`config.mk`:
```
export PLATFORM = sky130hd
export DESIGN_NAME = register_board
export DESIGN_NICKNAME = d
export VERILOG_FILES = /design/src/board_pkg.sv /design/src/microword_decoder.sv /design/src/register_bank.sv /design/src/address_register.sv /design/src/jk_flag_unit.sv /design/src/register_board.sv
export SDC_FILE = /design/constraint.sdc
export NUM_CORES = 1
export LEC_CHECK = 0
export ABC_AREA = 1
export ABC_CLOCK_PERIOD_IN_PS = 3600
export BUFFER_PORTS_ARGS = -buffer_cell sky130_fd_sc_hd__buf_2
export CORE_MARGIN = 1.5
export CORE_UTILIZATION = 35
export DETAILED_ROUTE_END_ITERATION = 7
export PLACE_DENSITY_LB_ADDON = 0.08
export SLEW_MARGIN = 10
export SYNTH_ARGS = -nofsm -noshare
export SYNTH_HDL_FRONTEND = slang
export SYNTH_HIERARCHICAL = 1
export SYNTH_SLANG_ARGS = --single-unit
```
`constraint.sdc`:
```
create_clock -name clk -period 3.6 [get_ports clk]
set_input_delay 0.18 -clock clk [delete_from_list [all_inputs] [get_ports clk]]
set_output_delay 0.18 -clock clk [all_outputs]
set_load 0.02 [all_outputs]
```
`src/board_pkg.sv`:
```
package board_pkg;

   //////////////////////////////
   // Widths
   //////////////////////////////

   localparam int data_width     = 16; // Bus, register and address width
   localparam int reg_count      = 8;  // Registers in the octal bank
   localparam int reg_sel_width  = 3;  // Register index
   localparam int flag_count     = 4;  // JK status flags
   localparam int flag_sel_width = 2;  // Flag index

   //////////////////////////////
   // Microword fields
   //////////////////////////////

   // Who drives the internal bus this cycle
   typedef enum logic [2:0] {
      SRC_NONE  = 3'd0, // Idle bus pulled down to zero
      SRC_EXT   = 3'd1, // External data port
      SRC_REG   = 3'd2, // Bank read port
      SRC_ADDR  = 3'd3, // Memory address register
      SRC_FLAGS = 3'd4  // Status flags, zero-extended
   } bus_src_t;

   // Who latches the bus at the coming edge
   typedef enum logic [1:0] {
      DST_NONE = 2'd0,
      DST_REG  = 2'd1, // Register named by reg_sel
      DST_ADDR = 2'd2  // Memory address register
   } bus_dst_t;

   // Operation on the flag named by flag_sel
   typedef enum logic [1:0] {
      FLAG_HOLD   = 2'd0, // J=0 K=0
      FLAG_CLEAR  = 2'd1, // J=0 K=1
      FLAG_SET    = 2'd2, // J=1 K=0
      FLAG_TOGGLE = 2'd3  // J=1 K=1
   } flag_op_t;

   // One microword, 13 bits, presented every cycle
   typedef struct packed {
      bus_src_t                  src;
      bus_dst_t                  dst;
      logic [reg_sel_width-1:0]  reg_sel;  // Bank read and write index
      logic                      addr_inc; // Post-increment the address
      logic [flag_sel_width-1:0] flag_sel;
      flag_op_t                  flag_op;
   } micro_word_t;

   //////////////////////////////
   // Decoded controls
   //////////////////////////////

   typedef struct packed {
      logic [reg_count-1:0]  reg_load;  // One-hot or zero
      logic                  addr_load; // Latch bus into address
      logic                  addr_inc;  // Add one to address
      logic [flag_count-1:0] flag_j;    // Per-flag J inputs
      logic [flag_count-1:0] flag_k;    // Per-flag K inputs
   } strobe_t;

endpackage

```
`src/microword_decoder.sv`:
```
`timescale 1ns/10ps

// Microword to strobe decode
// Stands in for the 74x138 style decoders on the board
// Purely combinational
module microword_decoder (
   input  board_pkg::micro_word_t uword,
   output board_pkg::strobe_t     strobes
);

   import board_pkg::*;

   //////////////////////////////
   // Destination decode
   //////////////////////////////

   logic [reg_count-1:0] reg_onehot; // reg_sel as one-hot
   logic                 dst_reg;    // Bank is the destination
   logic                 dst_addr;   // Address register is the destination

   always_comb begin
      reg_onehot = '0;
      reg_onehot[uword.reg_sel] = 1'b1;
   end

   always_comb begin
      dst_reg  = 1'b0;
      dst_addr = 1'b0;
      case (uword.dst)
         DST_REG:  dst_reg  = 1'b1;
         DST_ADDR: dst_addr = 1'b1;
         default: begin
            // DST_NONE and the spare code latch nothing
            dst_reg  = 1'b0;
            dst_addr = 1'b0;
         end
      endcase
   end

   //////////////////////////////
   // Flag J/K decode
   //////////////////////////////

   logic j_sel; // J for the selected flag
   logic k_sel; // K for the selected flag

   always_comb begin
      case (uword.flag_op)
         FLAG_HOLD:   {j_sel, k_sel} = 2'b00;
         FLAG_CLEAR:  {j_sel, k_sel} = 2'b01;
         FLAG_SET:    {j_sel, k_sel} = 2'b10;
         FLAG_TOGGLE: {j_sel, k_sel} = 2'b11;
         default:     {j_sel, k_sel} = 2'b00;
      endcase
   end

   //////////////////////////////
   // Strobe assembly
   //////////////////////////////

   always_comb begin
      strobes           = '0;                          // Idle unless named
      strobes.reg_load  = dst_reg ? reg_onehot : '0;   // Only with DST_REG
      strobes.addr_load = dst_addr;
      strobes.addr_inc  = uword.addr_inc;              // Independent of dst
      strobes.flag_j[uword.flag_sel] = j_sel;          // Other flags stay 0/0
      strobes.flag_k[uword.flag_sel] = k_sel;
   end

endmodule

```
`src/register_bank.sv`:
```
`timescale 1ns/10ps

// Octal bank of 16-bit registers
// Each register is a pair of clearable 74x273 parts behind a 74x574 style
// output stage; the tri-state read bus becomes a multiplexer here
module register_bank (
   input  logic                                 clk,
   input  logic                                 rst,
   input  logic [board_pkg::reg_count-1:0]      reg_load,
   input  logic [board_pkg::data_width-1:0]     wr_data,
   input  logic [board_pkg::reg_sel_width-1:0]  rd_sel,
   output logic [board_pkg::data_width-1:0]     rd_data
);

   import board_pkg::*;

   //////////////////////////////
   // Storage
   //////////////////////////////

   logic [data_width-1:0] regs [reg_count]; // R0 .. R7

   // Write port
   // reg_load is one-hot or zero, so at most one register takes the bus
   always_ff @(posedge clk) begin
      if (!rst) begin
         for (int i = 0; i < reg_count; i++) begin
            regs[i] <= '0; // Like the /CLR pin of the 273
         end
      end else begin
         for (int i = 0; i < reg_count; i++) begin
            if (reg_load[i]) begin
               regs[i] <= wr_data;
            end
         end
      end
   end

   //////////////////////////////
   // Read port
   //////////////////////////////

   // One output enable per register on the real board
   // The selected register drives, the rest float
   always_comb begin
      rd_data = regs[rd_sel];
   end

endmodule

```
`src/address_register.sv`:
```
`timescale 1ns/10ps

// Memory address register
// Counter with parallel load in the 74x161 style but 16 bits wide
module address_register (
   input  logic                             clk,
   input  logic                             rst,
   input  logic                             load,      // Take load_data
   input  logic                             inc,       // Post-increment
   input  logic [board_pkg::data_width-1:0] load_data,
   output logic [board_pkg::data_width-1:0] addr
);

   import board_pkg::*;

   //////////////////////////////
   // Next address
   //////////////////////////////

   logic [data_width-1:0] addr_next;

   // Priority order matches the board wiring
   always_comb begin
      if (load) begin
         addr_next = load_data;  // Load wins over increment
      end else if (inc) begin
         addr_next = addr + data_width'(1); // Wraps from all ones to zero
      end else begin
         addr_next = addr;
      end
   end

   //////////////////////////////
   // State
   //////////////////////////////

   always_ff @(posedge clk) begin
      if (!rst) begin
         addr <= '0;
      end else begin
         addr <= addr_next;
      end
   end

endmodule

```
`src/jk_flag_unit.sv`:
```
`timescale 1ns/10ps

// Four JK status flags
// Two 74x112 packages on the real board; here rising edge and synchronous
module jk_flag_unit (
   input  logic                             clk,
   input  logic                             rst,
   input  logic [board_pkg::flag_count-1:0] j,
   input  logic [board_pkg::flag_count-1:0] k,
   output logic [board_pkg::flag_count-1:0] flags
);

   import board_pkg::*;

   //////////////////////////////
   // Clocked truth table
   //////////////////////////////

   //  J K | Q next
   //  0 0 | Q
   //  0 1 | 0
   //  1 0 | 1
   //  1 1 | /Q

   logic [flag_count-1:0] flags_next;

   always_comb begin
      for (int i = 0; i < flag_count; i++) begin
         case ({j[i], k[i]})
            2'b01:   flags_next[i] = 1'b0;      // Clear
            2'b10:   flags_next[i] = 1'b1;      // Set
            2'b11:   flags_next[i] = ~flags[i]; // Toggle
            default: flags_next[i] = flags[i];  // Hold
         endcase
      end
   end

   //////////////////////////////
   // Flip-flops
   //////////////////////////////

   // /SET and /RST of the part fold into rst, which only clears
   always_ff @(posedge clk) begin
      if (!rst) begin
         flags <= '0;
      end else begin
         flags <= flags_next;
      end
   end

endmodule

```
`src/register_board.sv`:
```
`timescale 1ns/10ps

// Register board top level
// Decoder, octal bank, address register and status flags around one bus
module register_board (
   input  logic                             clk,
   input  logic                             rst,
   input  board_pkg::micro_word_t           uword,
   input  logic [board_pkg::data_width-1:0] ext_data,
   output logic [board_pkg::data_width-1:0] bus_data,
   output logic [board_pkg::data_width-1:0] addr,
   output logic [board_pkg::flag_count-1:0] flags
);

   import board_pkg::*;

   strobe_t               strobes;   // Decoded controls, same cycle as uword
   logic [data_width-1:0] bank_data; // Bank read port

   //////////////////////////////
   // Microword decode
   //////////////////////////////

   microword_decoder microword_decoder_inst (
      .uword   (uword),
      .strobes (strobes)
   );

   //////////////////////////////
   // Storage
   //////////////////////////////

   // Bank reads and writes the same index
   register_bank register_bank_inst (
      .clk      (clk),
      .rst      (rst),
      .reg_load (strobes.reg_load),
      .wr_data  (bus_data),
      .rd_sel   (uword.reg_sel),
      .rd_data  (bank_data)
   );

   address_register address_register_inst (
      .clk       (clk),
      .rst       (rst),
      .load      (strobes.addr_load),
      .inc       (strobes.addr_inc),
      .load_data (bus_data),
      .addr      (addr)
   );

   jk_flag_unit jk_flag_unit_inst (
      .clk   (clk),
      .rst   (rst),
      .j     (strobes.flag_j),
      .k     (strobes.flag_k),
      .flags (flags)
   );

   //////////////////////////////
   // Bus source multiplexer
   //////////////////////////////

   // Replaces the tri-state drivers with no register on this path
   always_comb begin
      case (uword.src)
         SRC_EXT:   bus_data = ext_data;
         SRC_REG:   bus_data = bank_data;
         SRC_ADDR:  bus_data = addr;
         SRC_FLAGS: bus_data = {{(data_width-flag_count){1'b0}}, flags}; // Zero-extend
         default:   bus_data = '0; // SRC_NONE and spare codes pull the bus low
      endcase
   end

endmodule

```
== Yosys cells after proc, flatten, opt, wreduce, memory -nomap -nowiden ==
Memories as Yosys holds them, arrays and structs flattened.
Index checks and enable logic that the tools add are counted.

* Mux-type cells: 49
* Order comparisons: 4
* Divide/modulo/power cells: 0
* Eq/ne operators: 21
* Bitwise gates (word level): 14
* Shift operators: 0
* Reduce and logical (&&, ||, !) cells: 12
* Multipliers: 0
* $add $sub $neg: 1

{| class="wikitable"
|+ Operator list
! operator !! number
|-
| $mux 16 || 10
|-
| $pmux 16 s4 || 1
|-
| $mux 1 || 29
|-
| $eq 2x2->1 const B || 11
|-
| $add 16x1->16 const B || 1
|-
| $eq 2x1->1 const B || 6
|-
| $pmux 1 s3 || 4
|-
| $reduce_bool 3->1 || 4
|-
| $and 4x4->4 || 2
|-
| $mux 8 || 1
|-
| $or 1x1->1 || 8
|-
| $reduce_or 2->1 || 4
|-
| $eq 3x2->1 const B || 2
|-
| $lt 3x4->1 const B || 1
|-
| $not 1->1 || 4
|-
| $pmux 1 s2 || 2
|-
| $demux 1 s3 || 1
|-
| $eq 3x1->1 const B || 1
|-
| $eq 3x3->1 const B || 1
|-
| $ge 3x1->1 const B || 1
|-
| $lt 2x3->1 const B || 1
|-
| $demux 1 s2 || 1
|-
| $ge 2x1->1 const B || 1
|-
| $logic_and 1x1->1 || 2
|-
| other kinds (2) || 2
|}

* RAM bits: 128
* Memories: 1
* ROM bits: 0
* Bits in latches: 0
* Bits in registers: 20
* Output and inout port bits: 36
* Bits of input ports: 31
* Word-level logic and storage cells: 107

{| class="wikitable"
|+ Memories
! name !! depth !! width !! rd ports !! clocked after Yosys merged registers in !! write ports !! line !! text
|-
| register_bank_inst.regs || 8 || 16 || 1 || 0 || 8 || register_bank.sv:21 || <nowiki>logic [data_width-1:0] regs [reg_count];</nowiki>
|}

== Logic depth before layout (Yosys ltp) ==
* Depth in word-level cells: 9
* Depth in mapped cells: 15
* Depth with buffers taken out: 14

== Cells and area by module ==
The synthesis kept the hierarchy.

{| class="wikitable"
|+ By module, submodules not included
! module !! sequential area each (sq um) !! area each (sq um) !! cells an instance !! times used
|-
| register_bank || 3843.7 || 6276.0 || 729 || 1
|-
| address_register || 320.3 || 1012.2 || 148 || 1
|-
| register_board || 0.0 || 465.4 || 97 || 1
|-
| microword_decoder || 0.0 || 143.9 || 33 || 1
|-
| jk_flag_unit || 80.1 || 140.1 || 20 || 1
|}

== Least setup slack after synthesis ==
Ideal clock, no wire load.

* Kind: input port to flip-flop
* From: input port uword[6] (netlist bit)
* To: memory register_bank_inst.regs[0][0], data pin
* Path buffers: 2
* Arrival: 1.410 ns
* Data required time: 3.460 ns
* Library setup time: 0.140 ns
* Path slack: 2.050 ns
* Stages on the path: 13
* Cells stage by stage: buf_6 inv_1 buf_6 nand3_1 nand2_1 nand2_1 nand2_1 nand4_1 nand2_1 inv_1 nand2_1 inv_1 nor2_1

{| class="wikitable"
|+ RTL lines
! what !! line !! text
|-
| from (decl) || register_board.sv:8 || <nowiki>input board_pkg::micro_word_t uword,</nowiki>
|-
| to (decl) || register_bank.sv:21 ||
|}

== Worst setup path in the final report ==
* From: input port uword[5] (netlist bit)
* To: output port bus_data[13] (netlist bit)

* Word-level cells in the longest chain between the ends: 2

{| class="wikitable"
|+ Ends and longest elaborated chain
! what !! line !! text
|-
| $mem_v2 8x16 || -- ||
|-
| named net bank_data[13] || register_board.sv:18 || <nowiki>logic [data_width-1:0] bank_data;</nowiki>
|-
| $pmux 16 s4 || register_board.sv:66 || <nowiki>case (uword.src)</nowiki>
|-
| to (decl) || register_board.sv:10 || <nowiki>output logic [board_pkg::data_width-1:0] bus_data,</nowiki>
|}

The timed path passes the listed nets, and every way through them passes these cells.

==> run_results.csv <==
group,metric,value,unit
clock_tree,hold_buffers,0,
layout,final_cells,1373,
drt,vias_per_cell,4.727,
floorplan,die_h,154.5,µm
setup_path,worst_path_largest_cell_delay,0.42,ns
sta,final.setup.tns,0,ns
power_and_ir_drop,ir_drop,0.2882,mV
sta,slew_viol_final,0,
floorplan,start_util,35.61,%
clock_tree,clockRootBuffer,"clkbuf_16",
clock_tree,clock_sink_count,148,
drt,drc,0,
layout,ff_latch_area,0.004244,mm²
clock_tree,tritoncts,"built",
logic_synthesis,synth_seq_cells,148,
sta,whs,0.1003,ns
layout,diodes,0,
grt,grt_antenna_before_repair,0,
setup_path,endpoint_kind,"output port",
layout,multi_input_comb_area,0.002738,mm²
setup_path,path_cells,"buf_2 -> inv_2 -> buf_12 -> nand2_1 -> nand3_1 -> nand2_1 -> nand2_1 -> nand2_1 -> nand2_1 -> nand3_1 -> buf_2",
logic_synthesis,syn-cell-area,0.008038,mm²
floorplan,die_x,154.5,µm
setup_path,path_common_cell,"nand2_1",
drt,drt_wl_total,24.45,mm
floorplan,row_count,55,
sta,finalCriticalPeriod,2.484,ns
clock_tree,clk-insertion-delay-late,0.42,ns
sta,fin_ws,1.116,ns
power_and_ir_drop,p_leak,4.217,nW
drt,firstDrtPassIters,5,
layout,layout-drive-gt1-share,11.12,%
grt,grt_max_degree,48,
run_status,outcome,"finished, final reports clean",
layout,finalNetCount,1107,
logic_synthesis,yosys_warnings,6,
setup_path,worst_path_max_delay_cell,"buf_2",
logic_synthesis,syn_nets,1059,
layout,final_common_cell,"nand2_1",
power_and_ir_drop,p_comb_share,10.4,%
logic_synthesis,syn-instance-count,1027,
setup_path,worst_ep_arrival_time,2.30,ns
sta,max_freq,0.4026,GHz
placed_design,dpl.cell_count,1341,
power_and_ir_drop,pwr-share-seq,46.2,%
layout,final_cell_mix,"320 x nand2_1, 200 x inv_1, 128 x edfxtp_1",
sta,tightestPinTransition,1.049,ns
floorplan,fp.dieArea,0.02388,mm²
grt,gr-total-overflow,0,
sta,setup-violations-final,0,
setup_path,cp_top_family,"buffers and inverters",
drt,ant_nets,0,
clock_tree,cts_buffer_depth,2,
layout,nFillCells,2347,
setup_path,crit_required,3.42,ns
floorplan,core,0.02257,mm²
clock_tree,cts-resized-gates,0,
setup_path,path_buf_inv,4,
logic_synthesis,seq_area_frac_synth,52.80,%
placed_design,io_buffers,66,
clock_tree,clk_pin_slew,0.06,ns
clock_tree,htreeDepth,4,
grt,grt_pass1_vias,6350,
floorplan,ios,67,
sta,relSlewSlack,29.87,%
flow_run,maxCapViolCount,0,
setup_path,start_kind,"input pin",
sta,hold_viol_final,0,
clock_tree,post_cts_buffers,0,
clock_tree,cts_buffers,17,
placed_design,place_ws,0.9146,ns
setup_path,crit_fanout,47,
drt,via_count,6490,
setup_path,path_class,"in -> out",
drt,drt_iter0_drc,459,
sta,period_share,69.00,%
power_and_ir_drop,p_int,3.198,mW
sta,fin_worst_skew,0.008043,ns
placed_design,place_congestion,0.7961,
logic_synthesis,postSynthAreaPerCell,7.826,µm²
power_and_ir_drop,p_switching,1.062,mW
drt,wl_per_cell,17.81,µm
grt,grt_use_total,21.50,%
power_and_ir_drop,pwr_density_cell,467.3,mW/mm²
sta,rsz0062_at_grt,"no",
placed_design,hpwl,16.46,mm
min_path,hold_path_class,"in -> reg",
layout,syn_to_final_growth,13.42,%
power_and_ir_drop,clkPwrFrac,43.4,%
grt,grt_pass1_wl,38.44,mm
logic_synthesis,ys_types,28,
power_and_ir_drop,switching_share,24.93,%
[synthesized netlist by cell type]
cell type  number  share of area, %
a31oi_1         1             0.078
o21ai_1         1             0.062
o21bai_1        3              0.28
nand4_1        31               2.4
clkbuf_1        6              0.28
nand3_2         1              0.12
nand2_1       320                15
buf_4           8              0.75
a21oi_1        13              0.81
nor2_1        121               5.7
inv_2           5              0.23
o21ai_0         4              0.25
dfxtp_1        20               5.0
xnor2_1         2              0.22
buf_6           7              0.98
edfxtp_1      128                48
nor3_1          8              0.50
ha_1            1              0.16
buf_2          25               1.6
nor2_4          1              0.14
o21bai_2        1              0.14
nand3_1        93               5.8
inv_1         200               9.3
nand2_2         4              0.31
nor2_2          6              0.47
a22oi_1        10              0.93
xor2_1          5              0.54
nor3_2          2              0.25
[layer usage]
layer	share of wire [%]	global-route usage, %
met2	48	35.52
met1	47	29.61
met4	1.1	5.769
met3	4.4	3.054
met5	0	0
[final cells by class]
cell class                 count  share of cell area, %
multi-input combinational    628                  30.03
clock inverter                12                  1.771
sequential                   148                  46.56
tap                          285                  3.912
clock buffer                  20                  4.790
timing repair buffer          75                  4.502
inverter                     205                  8.441
[worst register-to-register path: cells and delay by family (launching register included)]
kind	cells	cell delay, ns
and+or+nand+nor	8	0.87
DFF	1	0.36
buffers and inverters	2	0.37
[per-stage QoR]
| step | area [µm²] | power, mW | util [%] |
|---|---|---|---|
| after global placement | 8518 | 2.457 | 37.74 |
| after global routing | 9116 | 4.426 | 40.39 |
| after CTS | 9116 | 4.300 | 40.39 |
| final | 9116 | 4.260 | 40.39 |
| after detailed placement | 8518 | 2.451 | 37.74 |
| after floorplan | 8038 | 2.285 | - |
[logic make-up after synthesis]
family | count (synthesis) | synth area share, %
AOI/OAI and AO/OA | 33 | 2.553
xor gates and xnor gates | 7 | 0.7628
adders and majority gates | 1 | 0.1556
buffers and inverters | 251 | 13.14
DFF | 148 | 52.80
and+or+nand+nor | 587 | 30.59
[power by group through the flow]
stage / clock [mW] / combinational (mW) / sequential [mW]
final: 1.85 / 0.443 / 1.97
after global routing: 1.95 / 0.497 / 1.98
after CTS: 1.88 / 0.448 / 1.97
after detailed placement: 0 / 0.446 / 2.00
after global placement: 0 / 0.453 / 2.00
after floorplan: 0 / 0.280 / 2.01
[registers in the layout (all words and copies together) (netlist names)]
register                    cells
address_register_inst/addr     16
register_bank_inst/regs       128
jk_flag_unit_inst/flags         4
[path summary, 6_finish.rpt]
check                                                   start                            end  slack [ns]  depth (start not counted)
worst max-delay path                                 uword[5]                   bus_data[13]        1.12                         11
worst min-delay path                                 uword[3]     jk_flag_unit_inst/flags[1]        0.10                          4
worst max register to register  register_bank_inst/regs[1][8]  register_bank_inst/regs[5][8]        1.72                         10
worst min register to register     jk_flag_unit_inst/flags[2]     jk_flag_unit_inst/flags[2]        0.52                          2
No activity file was read; power rests on OpenSTA's default activity.
